==> config.mk <==
export PLATFORM = sky130hd
export DESIGN_NAME = dbg_cpu_module
export DESIGN_NICKNAME = d
export VERILOG_FILES = /design/src/dbg_cpu_pkg.sv /design/src/dbg_cpu_module.sv /design/src/dbg_burst_fsm.sv /design/src/dbg_burst_datapath.sv /design/src/dbg_spr_biu.sv /design/src/dbg_status_reg.sv /design/src/dbg_crc32.sv
export SDC_FILE = /design/constraint.sdc
export NUM_CORES = 1
export LEC_CHECK = 0
export ABC_AREA = 1
export BUFFER_PORTS_ARGS = -buffer_cell sky130_fd_sc_hd__buf_2
export CAP_MARGIN = 10
export CORE_UTILIZATION = 47
export DETAILED_ROUTE_END_ITERATION = 10
export GPL_TIMING_DRIVEN = 0
export PLACE_DENSITY = 0.68
export SYNTH_ARGS = -nofsm -noshare
export SYNTH_HDL_FRONTEND = slang
export SYNTH_SLANG_ARGS = --single-unit
==> constraint.sdc <==
create_clock -name tck_i -period 3.9 [get_ports tck_i]
set_input_delay 0.78 -clock tck_i [delete_from_list [all_inputs] [get_ports tck_i]]
set_output_delay 0.78 -clock tck_i [all_outputs]
set_load 0.01 [all_outputs]
==> src/dbg_cpu_pkg.sv <==
////////////////////////////////////////////////////////////
// CPU debug module shared definitions
// Data register field positions and command opcodes
// CRC-32 constants and width typedefs
// Burst FSM states and TDO source encodings
////////////////////////////////////////////////////////////
package dbg_cpu_pkg;

  ////////////////////////////////////////////////////////////
  // TAP data register layout
  localparam int DATAREG_LEN  = 53;
  localparam int FLAG_BIT     = 52;  // 0 marks a module command, 1 is a write start bit
  localparam int OP_MSB       = 51;
  localparam int OP_LSB       = 48;
  localparam int ADDR_MSB     = 47;
  localparam int ADDR_LSB     = 16;
  localparam int COUNT_MSB    = 15;
  localparam int COUNT_LSB    = 0;
  localparam int STALL_BIT    = 47;  // Stall value in a status write
  localparam int OP_RD_BIT    = 2;   // Set in read opcodes
  localparam int WORD_BITS_M1 = 31;  // Word length minus one

  typedef logic [DATAREG_LEN-1:0]         dreg_t;
  typedef logic [OP_MSB-OP_LSB:0]         opcode_t;
  typedef logic [WORD_BITS_M1:0]          word_t;
  typedef logic [15:0]                    spr_addr_t;
  typedef logic [ADDR_MSB-ADDR_LSB:0]     addr_cnt_t;
  typedef logic [COUNT_MSB-COUNT_LSB:0]   word_cnt_t;
  typedef logic [5:0]                     bit_cnt_t;

  // Commands
  localparam opcode_t CMD_BWRITE32 = 4'h3;
  localparam opcode_t CMD_BREAD32  = 4'h7;
  localparam opcode_t CMD_IREG_WR  = 4'h9;

  // Reflected CRC-32, no final inversion
  localparam word_t CRC_POLY = 32'hedb8_8320;
  localparam word_t CRC_INIT = 32'hffff_ffff;

  typedef enum logic [3:0] {
    ST_IDLE, ST_RBEGIN, ST_RREADY, ST_RSTATUS, ST_RBURST, ST_RCRC,
    ST_WREADY, ST_WWAIT, ST_WBURST, ST_WCRC, ST_WMATCH
  } burst_state_t;

  typedef enum logic [1:0] {
    SEL_BIU_READY, SEL_DATA_OUT, SEL_CRC_MATCH, SEL_CRC_OUT
  } tdo_sel_t;

endpackage
==> src/dbg_cpu_module.sv <==
////////////////////////////////////////////////////////////
// CPU debug module top level
// Burst FSM, datapath, CRC, SPR bus unit and stall register
////////////////////////////////////////////////////////////
module dbg_cpu_module (
  input  logic                   tck_i,
  input  logic                   trstn_i,
  // TAP
  input  logic                   tdi_i,
  input  logic                   capture_dr_i,
  input  logic                   shift_dr_i,
  input  logic                   update_dr_i,
  input  dbg_cpu_pkg::dreg_t     data_register_i,
  input  logic                   module_select_i,
  output logic                   module_tdo_o,
  output logic                   top_inhibit_o,
  // SPR bus
  output dbg_cpu_pkg::spr_addr_t cpu_addr_o,
  output dbg_cpu_pkg::word_t     cpu_data_o,
  input  dbg_cpu_pkg::word_t     cpu_data_i,
  output logic                   cpu_stb_o,
  output logic                   cpu_we_o,
  input  logic                   cpu_ack_i,
  // Stall control
  output logic                   cpu_stall_o,
  input  logic                   cpu_bp_i
);
  import dbg_cpu_pkg::*;

  logic      addr_ld, addr_inc, op_ld, word_ld, word_dec, bit_rst, bit_inc;
  logic      out_ld, out_src_biu, out_shift, out_lsb, rd_op;
  logic      crc_clr, crc_en, crc_in_sel, crc_shift, crc_match, crc_serial;
  logic      biu_strobe, biu_rdy, status_we;
  logic      word_count_zero, decremented_zero, bit_count_max, bit_count_32;
  tdo_sel_t  tdo_sel;
  addr_cnt_t addr;
  word_t     crc;
  word_t     biu_rdata;

  dbg_burst_fsm u_fsm (
    .tck_i, .trstn_i, .module_select_i, .capture_dr_i, .shift_dr_i, .update_dr_i,
    .data_register_i, .biu_rdy_i(biu_rdy), .word_count_zero_i(word_count_zero),
    .decremented_zero_i(decremented_zero), .bit_count_max_i(bit_count_max),
    .bit_count_32_i(bit_count_32), .crc_i(crc), .addr_ld_o(addr_ld),
    .addr_inc_o(addr_inc), .op_ld_o(op_ld), .word_ld_o(word_ld), .word_dec_o(word_dec),
    .bit_rst_o(bit_rst), .bit_inc_o(bit_inc), .out_ld_o(out_ld),
    .out_src_biu_o(out_src_biu), .out_shift_o(out_shift), .tdo_sel_o(tdo_sel),
    .crc_clr_o(crc_clr), .crc_en_o(crc_en), .crc_in_sel_o(crc_in_sel),
    .crc_shift_o(crc_shift), .crc_match_o(crc_match), .biu_strobe_o(biu_strobe),
    .status_we_o(status_we), .top_inhibit_o
  );

  dbg_burst_datapath u_datapath (
    .tck_i, .trstn_i, .data_register_i, .addr_ld_i(addr_ld), .addr_inc_i(addr_inc),
    .op_ld_i(op_ld), .word_ld_i(word_ld), .word_dec_i(word_dec), .bit_rst_i(bit_rst),
    .bit_inc_i(bit_inc), .out_ld_i(out_ld), .out_src_biu_i(out_src_biu),
    .out_shift_i(out_shift), .tdo_sel_i(tdo_sel), .biu_data_i(biu_rdata),
    .stall_i(cpu_stall_o), .biu_rdy_i(biu_rdy), .crc_match_i(crc_match),
    .crc_serial_i(crc_serial), .addr_o(addr), .rd_op_o(rd_op), .out_lsb_o(out_lsb),
    .word_count_zero_o(word_count_zero), .decremented_zero_o(decremented_zero),
    .bit_count_max_o(bit_count_max), .bit_count_32_o(bit_count_32), .module_tdo_o
  );

  dbg_crc32 u_crc (
    .tck_i, .trstn_i, .clr_i(crc_clr), .en_i(crc_en), .shift_i(crc_shift),
    .in_sel_i(crc_in_sel), .tdi_i, .data_i(out_lsb), .crc_o(crc), .serial_o(crc_serial)
  );

  // Write word is tdi_i over the 31 bits already shifted in
  dbg_spr_biu u_biu (
    .tck_i, .trstn_i, .strobe_i(biu_strobe), .rd_wrn_i(rd_op), .addr_i(addr),
    .data_i({tdi_i, data_register_i[FLAG_BIT -: WORD_BITS_M1]}), .data_o(biu_rdata),
    .rdy_o(biu_rdy), .cpu_addr_o, .cpu_data_o, .cpu_data_i, .cpu_stb_o, .cpu_we_o,
    .cpu_ack_i
  );

  dbg_status_reg u_status (
    .tck_i, .trstn_i, .we_i(status_we), .stall_i(data_register_i[STALL_BIT]),
    .bp_i(cpu_bp_i), .stall_o(cpu_stall_o)
  );

endmodule

==> src/dbg_burst_fsm.sv <==
////////////////////////////////////////////////////////////
// Burst control FSM
// Command decode, read prefetch and hi-speed write strobes
// Datapath, CRC and BIU controls plus top_inhibit_o
////////////////////////////////////////////////////////////
module dbg_burst_fsm (
  input  logic                  tck_i,
  input  logic                  trstn_i,
  // TAP
  input  logic                  module_select_i,
  input  logic                  capture_dr_i,
  input  logic                  shift_dr_i,
  input  logic                  update_dr_i,
  input  dbg_cpu_pkg::dreg_t    data_register_i,
  // Status
  input  logic                  biu_rdy_i,
  input  logic                  word_count_zero_i,
  input  logic                  decremented_zero_i,
  input  logic                  bit_count_max_i,
  input  logic                  bit_count_32_i,
  input  dbg_cpu_pkg::word_t    crc_i,
  // Datapath controls
  output logic                  addr_ld_o,
  output logic                  addr_inc_o,
  output logic                  op_ld_o,
  output logic                  word_ld_o,
  output logic                  word_dec_o,
  output logic                  bit_rst_o,
  output logic                  bit_inc_o,
  output logic                  out_ld_o,
  output logic                  out_src_biu_o,
  output logic                  out_shift_o,
  output dbg_cpu_pkg::tdo_sel_t tdo_sel_o,
  // CRC controls
  output logic                  crc_clr_o,
  output logic                  crc_en_o,
  output logic                  crc_in_sel_o,  // 1 write data, 0 read data
  output logic                  crc_shift_o,
  output logic                  crc_match_o,
  output logic                  biu_strobe_o,
  output logic                  status_we_o,
  output logic                  top_inhibit_o
);
  import dbg_cpu_pkg::*;

  burst_state_t state_q;
  burst_state_t state_nxt;
  opcode_t      op_in;
  logic         cmd_valid;  // Update of a command addressed to us
  logic         burst_cmd;
  logic         ireg_wr;
  logic         rd_load;    // Load a read word into the output register

  assign op_in     = data_register_i[OP_MSB:OP_LSB];
  assign cmd_valid = module_select_i & ~data_register_i[FLAG_BIT] & update_dr_i;
  assign burst_cmd = (op_in == CMD_BWRITE32) | (op_in == CMD_BREAD32);
  assign ireg_wr   = (op_in == CMD_IREG_WR);

  // Received CRC sits in the top 32 bits of the data register
  assign crc_match_o = (data_register_i[FLAG_BIT -: 32] == crc_i);

  always_ff @(posedge tck_i or negedge trstn_i)
  begin
    if (!trstn_i)
      state_q <= ST_IDLE;
    else
      state_q <= state_nxt;
  end

  ////////////////////////////////////////////////////////////
  // Next state
  always_comb
  begin
    state_nxt = state_q;
    if (update_dr_i && state_q != ST_IDLE)
      state_nxt = ST_IDLE;  // Host ended the burst
    else
      case (state_q)
        ST_IDLE    : if (cmd_valid && burst_cmd)
                       state_nxt = op_in[OP_RD_BIT] ? ST_RBEGIN : ST_WREADY;
        ST_RBEGIN  : state_nxt = word_count_zero_i ? ST_IDLE : ST_RREADY;
        ST_RREADY  : if (module_select_i && capture_dr_i) state_nxt = ST_RSTATUS;
        ST_RSTATUS : if (biu_rdy_i) state_nxt = ST_RBURST;
        ST_RBURST  : if (bit_count_max_i && word_count_zero_i) state_nxt = ST_RCRC;
        ST_WREADY  :
          if (word_count_zero_i)
            state_nxt = ST_IDLE;  // Empty write burst
          else if (module_select_i && capture_dr_i)
            state_nxt = ST_WWAIT;
        ST_WWAIT   : if (module_select_i && shift_dr_i && data_register_i[FLAG_BIT])
                       state_nxt = ST_WBURST;  // Start bit seen
        ST_WBURST  : if (bit_count_max_i && word_count_zero_i) state_nxt = ST_WCRC;
        ST_WCRC    : if (bit_count_32_i) state_nxt = ST_WMATCH;
        ST_RCRC,
        ST_WMATCH  : state_nxt = state_q;  // Hold until update_dr_i
        default    : state_nxt = ST_IDLE;
      endcase
  end

  // Word boundary in a read, entering or staying in the data phase
  assign rd_load = (state_nxt == ST_RBURST) & ((state_q == ST_RSTATUS) | bit_count_max_i);

  ////////////////////////////////////////////////////////////
  // Controls
  always_comb
  begin
    addr_ld_o     = 1'b0;
    addr_inc_o    = 1'b0;
    op_ld_o       = 1'b0;
    word_ld_o     = 1'b0;
    word_dec_o    = 1'b0;
    bit_rst_o     = 1'b0;
    bit_inc_o     = 1'b0;
    out_ld_o      = 1'b0;
    out_src_biu_o = 1'b0;
    out_shift_o   = 1'b0;
    tdo_sel_o     = SEL_DATA_OUT;
    crc_clr_o     = 1'b0;
    crc_en_o      = 1'b0;
    crc_in_sel_o  = 1'b0;
    crc_shift_o   = 1'b0;
    biu_strobe_o  = 1'b0;
    status_we_o   = 1'b0;
    top_inhibit_o = 1'b0;
    case (state_q)
      ST_IDLE:
      begin
        out_shift_o = module_select_i & shift_dr_i;    // Status register readout
        out_ld_o    = module_select_i & capture_dr_i;  // Snapshot of the stall bit
        status_we_o = cmd_valid & ireg_wr;
        if (state_nxt != ST_IDLE)
        begin
          addr_ld_o = 1'b1;
          op_ld_o   = 1'b1;
          word_ld_o = 1'b1;
          bit_rst_o = 1'b1;
          crc_clr_o = 1'b1;
        end
      end
      ST_RBEGIN:
      begin
        biu_strobe_o = ~word_count_zero_i;  // Fetch the first word
        addr_inc_o   = ~word_count_zero_i;
      end
      ST_RSTATUS:
      begin
        tdo_sel_o     = SEL_BIU_READY;
        top_inhibit_o = 1'b1;
      end
      ST_RBURST:
      begin
        out_shift_o   = 1'b1;
        bit_inc_o     = 1'b1;
        crc_en_o      = 1'b1;  // CRC over outgoing bits
        top_inhibit_o = 1'b1;
      end
      ST_RCRC:
      begin
        tdo_sel_o     = SEL_CRC_OUT;
        crc_shift_o   = 1'b1;
        top_inhibit_o = 1'b1;
      end
      ST_WWAIT:
      begin
        top_inhibit_o = 1'b1;
        if (state_nxt == ST_WBURST)
        begin
          bit_inc_o    = 1'b1;
          word_dec_o   = 1'b1;  // Pre-decrement
          crc_en_o     = 1'b1;  // tdi_i already holds the first data bit
          crc_in_sel_o = 1'b1;
        end
      end
      ST_WBURST:
      begin
        bit_inc_o     = 1'b1;
        crc_en_o      = 1'b1;
        crc_in_sel_o  = 1'b1;
        top_inhibit_o = 1'b1;
        if (bit_count_max_i && !update_dr_i)
        begin
          bit_rst_o    = 1'b1;
          biu_strobe_o = 1'b1;  // No status stop between words
          addr_inc_o   = 1'b1;
          word_dec_o   = 1'b1;
        end
      end
      ST_WCRC:
      begin
        bit_inc_o     = 1'b1;
        top_inhibit_o = 1'b1;
        if (bit_count_32_i)
          tdo_sel_o = SEL_CRC_MATCH;
      end
      ST_WMATCH:
      begin
        tdo_sel_o     = SEL_CRC_MATCH;
        top_inhibit_o = 1'b1;
      end
      default: ;
    endcase
    if (rd_load)
    begin
      out_ld_o      = 1'b1;
      out_src_biu_o = 1'b1;
      bit_rst_o     = 1'b1;
      word_dec_o    = 1'b1;
      if (!decremented_zero_i && !word_count_zero_i)
      begin
        biu_strobe_o = 1'b1;  // Prefetch the next word
        addr_inc_o   = 1'b1;
      end
    end
  end

endmodule

==> src/dbg_burst_datapath.sv <==
////////////////////////////////////////////////////////////
// Burst datapath
// Address, word and bit counters, opcode latch
// Output shift register and TDO multiplexer
////////////////////////////////////////////////////////////
module dbg_burst_datapath (
  input  logic                   tck_i,
  input  logic                   trstn_i,
  input  dbg_cpu_pkg::dreg_t     data_register_i,
  // Controls from the FSM
  input  logic                   addr_ld_i,
  input  logic                   addr_inc_i,
  input  logic                   op_ld_i,
  input  logic                   word_ld_i,
  input  logic                   word_dec_i,
  input  logic                   bit_rst_i,
  input  logic                   bit_inc_i,
  input  logic                   out_ld_i,
  input  logic                   out_src_biu_i,  // 1 BIU data, 0 status register
  input  logic                   out_shift_i,
  input  dbg_cpu_pkg::tdo_sel_t  tdo_sel_i,
  // Data and status sources
  input  dbg_cpu_pkg::word_t     biu_data_i,
  input  logic                   stall_i,
  input  logic                   biu_rdy_i,
  input  logic                   crc_match_i,
  input  logic                   crc_serial_i,
  // Results
  output dbg_cpu_pkg::addr_cnt_t addr_o,
  output logic                   rd_op_o,
  output logic                   out_lsb_o,
  output logic                   word_count_zero_o,
  output logic                   decremented_zero_o,
  output logic                   bit_count_max_o,
  output logic                   bit_count_32_o,
  output logic                   module_tdo_o
);
  import dbg_cpu_pkg::*;

  word_cnt_t word_cnt;
  bit_cnt_t  bit_cnt;
  opcode_t   op_q;
  word_t     out_sreg;  // Shifts toward bit 0

  ////////////////////////////////////////////////////////////
  // Counters and opcode latch
  always_ff @(posedge tck_i or negedge trstn_i)
  begin
    if (!trstn_i)
    begin
      addr_o   <= '0;
      word_cnt <= '0;
      bit_cnt  <= '0;
      op_q     <= '0;
    end
    else
    begin
      if (addr_ld_i)
        addr_o <= data_register_i[ADDR_MSB:ADDR_LSB];
      else if (addr_inc_i)
        addr_o <= addr_o + 1'b1;       // One SPR per word
      if (word_ld_i)
        word_cnt <= data_register_i[COUNT_MSB:COUNT_LSB];
      else if (word_dec_i)
        word_cnt <= word_cnt - 1'b1;
      if (bit_rst_i)
        bit_cnt <= '0;                  // Reset wins over increment
      else if (bit_inc_i)
        bit_cnt <= bit_cnt + 1'b1;
      if (op_ld_i)
        op_q <= data_register_i[OP_MSB:OP_LSB];
    end
  end

  assign rd_op_o            = op_q[OP_RD_BIT];
  assign word_count_zero_o  = (word_cnt == '0);
  assign decremented_zero_o = (word_cnt == word_cnt_t'(1));  // Next count would be zero
  assign bit_count_max_o    = (bit_cnt == bit_cnt_t'(WORD_BITS_M1));
  assign bit_count_32_o     = (bit_cnt == bit_cnt_t'(32));   // CRC fully shifted in

  ////////////////////////////////////////////////////////////
  // Output shift register, load beats shift
  always_ff @(posedge tck_i or negedge trstn_i)
  begin
    if (!trstn_i)
      out_sreg <= '0;
    else if (out_ld_i)
      out_sreg <= out_src_biu_i ? biu_data_i : {{WORD_BITS_M1{1'b0}}, stall_i};
    else if (out_shift_i)
      out_sreg <= {1'b0, out_sreg[WORD_BITS_M1:1]};
  end

  assign out_lsb_o = out_sreg[0];

  always_comb
  begin
    case (tdo_sel_i)
      SEL_BIU_READY : module_tdo_o = biu_rdy_i;     // Read ready bit
      SEL_DATA_OUT  : module_tdo_o = out_sreg[0];
      SEL_CRC_MATCH : module_tdo_o = crc_match_i;
      default       : module_tdo_o = crc_serial_i;
    endcase
  end

endmodule

==> src/dbg_spr_biu.sv <==
////////////////////////////////////////////////////////////
// SPR bus interface unit
// Latches one access on strobe
// Runs the strobe/acknowledge handshake on tck_i
////////////////////////////////////////////////////////////
module dbg_spr_biu (
  input  logic                   tck_i,
  input  logic                   trstn_i,
  // Debug side
  input  logic                   strobe_i,    // Start an access
  input  logic                   rd_wrn_i,    // 1 read, 0 write
  input  dbg_cpu_pkg::addr_cnt_t addr_i,
  input  dbg_cpu_pkg::word_t     data_i,      // Write data
  output dbg_cpu_pkg::word_t     data_o,      // Last read data
  output logic                   rdy_o,
  // SPR bus
  output dbg_cpu_pkg::spr_addr_t cpu_addr_o,
  output dbg_cpu_pkg::word_t     cpu_data_o,
  input  dbg_cpu_pkg::word_t     cpu_data_i,
  output logic                   cpu_stb_o,
  output logic                   cpu_we_o,
  input  logic                   cpu_ack_i
);
  import dbg_cpu_pkg::*;

  typedef enum logic {BIU_IDLE, BIU_BUSY} biu_state_t;

  biu_state_t state_q;
  logic       start;
  logic       done;

  assign start = (state_q == BIU_IDLE) & strobe_i;
  assign done  = (state_q == BIU_BUSY) & cpu_ack_i;

  ////////////////////////////////////////////////////////////
  // Handshake state
  always_ff @(posedge tck_i or negedge trstn_i)
  begin
    if (!trstn_i)
    begin
      state_q  <= BIU_IDLE;
      cpu_we_o <= 1'b0;
    end
    else if (start)
    begin
      state_q  <= BIU_BUSY;
      cpu_we_o <= ~rd_wrn_i;
    end
    else if (done)
      state_q <= BIU_IDLE;  // Strobe drops on the edge after ack
  end

  // Access payload, stable through the strobe
  always_ff @(posedge tck_i)
  begin
    if (start)
    begin
      cpu_addr_o <= spr_addr_t'(addr_i);  // SPRs are word addressed, low bits only
      cpu_data_o <= data_i;
    end
    if (done && !cpu_we_o)
      data_o <= cpu_data_i;  // Held until the next read completes
  end

  assign cpu_stb_o = (state_q == BIU_BUSY);
  assign rdy_o     = (state_q == BIU_IDLE);

endmodule

==> src/dbg_status_reg.sv <==
////////////////////////////////////////////////////////////
// CPU stall status register
// Loaded by an internal register write
// Set by a breakpoint from the core
////////////////////////////////////////////////////////////
module dbg_status_reg (
  input  logic tck_i,
  input  logic trstn_i,
  input  logic we_i,     // Status write from the data register
  input  logic stall_i,  // Stall value to write
  input  logic bp_i,     // Breakpoint hit
  output logic stall_o
);

  // Breakpoint wins over a write that clears the stall
  always_ff @(posedge tck_i or negedge trstn_i)
  begin
    if (!trstn_i)
      stall_o <= 1'b0;
    else if (bp_i)
      stall_o <= 1'b1;
    else if (we_i)
      stall_o <= stall_i;
  end

endmodule

==> src/dbg_crc32.sv <==
////////////////////////////////////////////////////////////
// Bit-serial CRC-32, LSB first
// Input select between write data and read data
// Register doubles as its own output shift register
////////////////////////////////////////////////////////////
module dbg_crc32 (
  input  logic               tck_i,
  input  logic               trstn_i,
  input  logic               clr_i,     // Load start value
  input  logic               en_i,      // Fold one bit
  input  logic               shift_i,   // Shift toward bit 0
  input  logic               in_sel_i,  // 1 picks write data on tdi_i
  input  logic               tdi_i,
  input  logic               data_i,    // Read data bit
  output dbg_cpu_pkg::word_t crc_o,
  output logic               serial_o
);
  import dbg_cpu_pkg::*;

  logic bit_in;
  logic fb;

  assign bit_in = in_sel_i ? tdi_i : data_i;
  assign fb     = crc_o[0] ^ bit_in;  // Feedback term

  always_ff @(posedge tck_i or negedge trstn_i)
  begin
    if (!trstn_i)
      crc_o <= CRC_INIT;
    else if (clr_i)
      crc_o <= CRC_INIT;
    else if (en_i)
      crc_o <= {1'b0, crc_o[WORD_BITS_M1:1]} ^ (fb ? CRC_POLY : '0);
    else if (shift_i)
      crc_o <= {1'b0, crc_o[WORD_BITS_M1:1]};  // Zero fill
  end

  assign serial_o = crc_o[0];

endmodule

==> results by group <==
Status
  • Status: finished clean

Route
  • 1st-iter DRT viols: 577
  • Antenna Nets Post-Route: 0
  • Final WL: 24100 um
  • Via count: 8318
  • First drt pass iteration count: 5
  • WL/cell: 14.6 um
  • Vias per cell: 5.03
  • DRC viols: 0

Worst setup path
  • Crit path required time: 3.12 ns
  • Crit Path Class: register to output port
  • R2r endpoint: u_biu.cpu_data_o[5]
  • CP endpoint kind: output port
  • R2R Setup Slk: 0.95 ns
  • Crit Path Max Fanout: 5
  • Worst setup SP type: register
  • Crit path launch: u_crc.crc_o[0]
  • Worst R2R Path Depth: 15
  • Crit path DAT: 2.31 ns
  • Worst r2r src: u_datapath.word_cnt[0]
  • Critical Path Sink: module_tdo_o

STA
  • Final setup violation count: 0
  • Worst Max-Slew Pin Slew: 0.880 ns
  • Crit path time final: 3.09 ns
  • FMAX: 0.323 GHz
  • Clock Skew: 0.0148 ns
  • Fin. max-slew vios: 0
  • RSZ-0062 raised after global routing: no
  • Crit share post-route: 79.3%
  • Final hold vios: 0
  • Min Hold Slack: 0.242 ns
  • Relative slew slack: 41.2%

Clock tree
  • Root Driver: clkbuf_16
  • CTS buffer count: 17
  • Clock Tree Buf Depth: 2
  • Postcts setup bufs: 0
  • Post-CTS Hold Buffers: 0
  • Total clock sinks: 190
  • Clk_lat worst skew: 0.45 ns
  • CTS tree: built
  • CTS H-tree lvls: 4
  • CTS-repair resized insts: 0
  • Clock transition at the registers of the reported paths: 0.08 ns

Power
  • Maximum vdd drop: 368 uV
  • Reg power frac: 34.4%
  • Sw Share: 44.4%
  • LEAKAGE: 5.86 nW
  • Cell Pwr Density: 853 mW/mm2
  • Cell-internal power: 5.54 mW
  • Gate power share: 48.1%
  • P_sw: 4.42 mW
  • Clk network pwr share: 17.5%

Yosys
  • Main combinational cell family by area after synthesis: simple AND/OR/NAND/NOR gates
  • Syn Area/Cell: 8.27 um2
  • Post-synthesis simple-gate area fraction: 30.2%
  • Ys flop type: edfxtp_1
  • Register area share after synthesis: 52.2%
  • Syn. warnings: 0
  • Async SR Flop Fraction: 57.9%
  • Library cells used by synthesis: 39
  • Adder-Cell Fraction of Synth Area: 0.629%
  • Mapped Area: 0.00995 mm2
  • Synth Instances: 1203
  • Mapped Nets: 1302
  • Synth Register Bits: 190
  • Post-synthesis xor/xnor area fraction: 4.14%
  • Complex-gate fraction of the synthesized area: 4.04%
  • EDFF count, synth: 80
  • Mux cell area share after synthesis: 0%

GRT
  • First-pass GRT wire length: 39000 um
  • Most Used Layer, Global Route: met2
  • Largest net degree at the start of global routing: 75
  • Initial antenna violation count: 0
  • Met3 Resource Use GR: 3.86%
  • Number of global-route vias before repair: 7619
  • Met1 usage: 31.5%
  • GRT met2 Usage: 36.9%
  • Final global-route overflow total: 0
  • Gr usage total: 22.9%

Die
  • Starting Density: 48.6%
  • Core Area: 0.0205 mm2
  • FP Rows: 52
  • IO Pins: 147
  • Die height: 148 um
  • DIE AREA: 0.0218 mm2
  • Chip width: 148 um

Placed design
  • Dpl cells: 1621
  • GP Congestion: 0.889
  • Number of port buffers: 146
  • Detail Placement HPWL: 17400 um

Final layout
  • Layout net count: 1469
  • P&R area growth vs syn: 17.3%
  • Fin util: 57.0%
  • Non-Filler Instances: 1653
  • # diodes: 0
  • Commonest non-fill, non-tap cell in the layout: nand2_1
  • Fraction of layout cells with a size suffix above 1: 20.4%
  • Leading cell types in the layout, fill and taps excluded: nand2_1, buf_2, inv_1, nand3_1, edfxtp_1

Hold path
  • Hold Path Class: input port to asynchronous set/reset pin

Flow run
  • Max cap viols: 0
==> power by group through the flow <==
stage | Sequential, mW | Clock [mW] | Combinational [mW]
after floorplan | 3.38 | 0 | 3.57
after global placement | 3.44 | 0 | 4.70
after detailed placement | 3.45 | 0 | 4.80
after CTS | 3.42 | 1.76 | 4.83
after global routing | 3.51 | 1.84 | 5.45
final | 3.42 | 1.74 | 4.80
==> worst max-delay path, cell delays in order (launching register included) <==
cell and delay (ns):
dfstp_2 0.58, xnor2_1 0.16, o221ai_1 0.21, nor3_1 0.18, and2_0 0.19, nand4_1 0.13, a31oi_1 0.24, buf_2 0.18
==> cell usage after synthesis (all sizes together) (25+ instances only) <==
cell / n / share of area, %
a21oi: 36 / 1.8
dfstp: 32 / 8.4
inv: 147 / 5.5
edfxtp: 80 / 24
nor2: 47 / 1.9
o21ai: 34 / 1.7
xnor2: 25 / 2.2
nand3: 113 / 6.0
dfrtp: 78 / 20
nand2: 434 / 17
buf: 37 / 2.5
nand4: 62 / 3.9
==> how the worst min path moves through the flow <==
stage,cells after the start,startpoint,end,slack (ns)
2_1_floorplan,2,u_biu.data_o[31],u_datapath.out_sreg[31],0.43
3_3_place_gp,2,u_biu.data_o[31],u_datapath.out_sreg[31],0.44
3_5_place_dp,2,u_biu.data_o[31],u_datapath.out_sreg[31],0.44
4_1_cts,1,trstn_i,u_datapath.word_cnt[7],0.25
5_1_grt,1,trstn_i,u_datapath.word_cnt[3],0.26
6_report,1,trstn_i,u_datapath.word_cnt[7],0.24
==> cell families (layout without fill, tap and decap cells) <==
logic type / Yosys count / count (layout)
AND/OR/NAND/NOR: 683 / 683
buffers and inverters: 202 / 382
flip-flops: 190 / 190
AO/OA/AOI/OAI: 76 / 76
XOR/XNOR: 47 / 47
adder cells (fa/ha/maj): 5 / 5
==> area by class of cell <==
| class | instances | area, um2 |
|---|---|---|
| multi-input cells | 811 | 3890 |
| plain buffers | 55 | 320 |
| repair buffers | 148 | 785 |
| fillers | 1878 | 8820 |
| inverters | 147 | 552 |
| clock buffers | 17 | 425 |
| clock inverters | 15 | 166 |
| well taps | 270 | 338 |
| flip-flops and latches | 190 | 5190 |
==> through the flow <==
step	power [mW]	setup TNS (ns)	setup slack (ns)	instance area (um2)
2_1_floorplan	6.95	0	0.737	9950
6_report	9.96	0	0.807	11700
5_1_grt	10.8	0	0.683	11700
3_5_place_dp	8.25	0	0.717	11100
3_3_place_gp	8.14	-8.85	-0.192	11000
4_1_cts	10.0	0	0.827	11700
==> layer usage <==
| metal | wire, um | vias to the layer above |
|---|---|---|
| met5 | 0 | - |
| met4 | 545 | 0 |
| met3 | 1060 | 36 |
| met2 | 11200 | 214 |
| met1 | 11200 | 3862 |
| li1 | - | 4206 |
==> registers in the layout (all words and copies together), names as in the netlist <==
signal and count:
u_datapath.op_q 1, u_datapath.addr_o 16, u_biu.cpu_data_o 32, u_crc.crc_o 32, u_fsm.state_q 4, u_status.stall_o 1, u_datapath.bit_cnt 6, u_biu.cpu_we_o 1
u_datapath.out_sreg 32, u_biu.cpu_addr_o 16, u_datapath.word_cnt 16, u_biu.cpu_stb_o 1, u_biu.data_o 32
No activity file was read; power rests on OpenSTA's default activity.
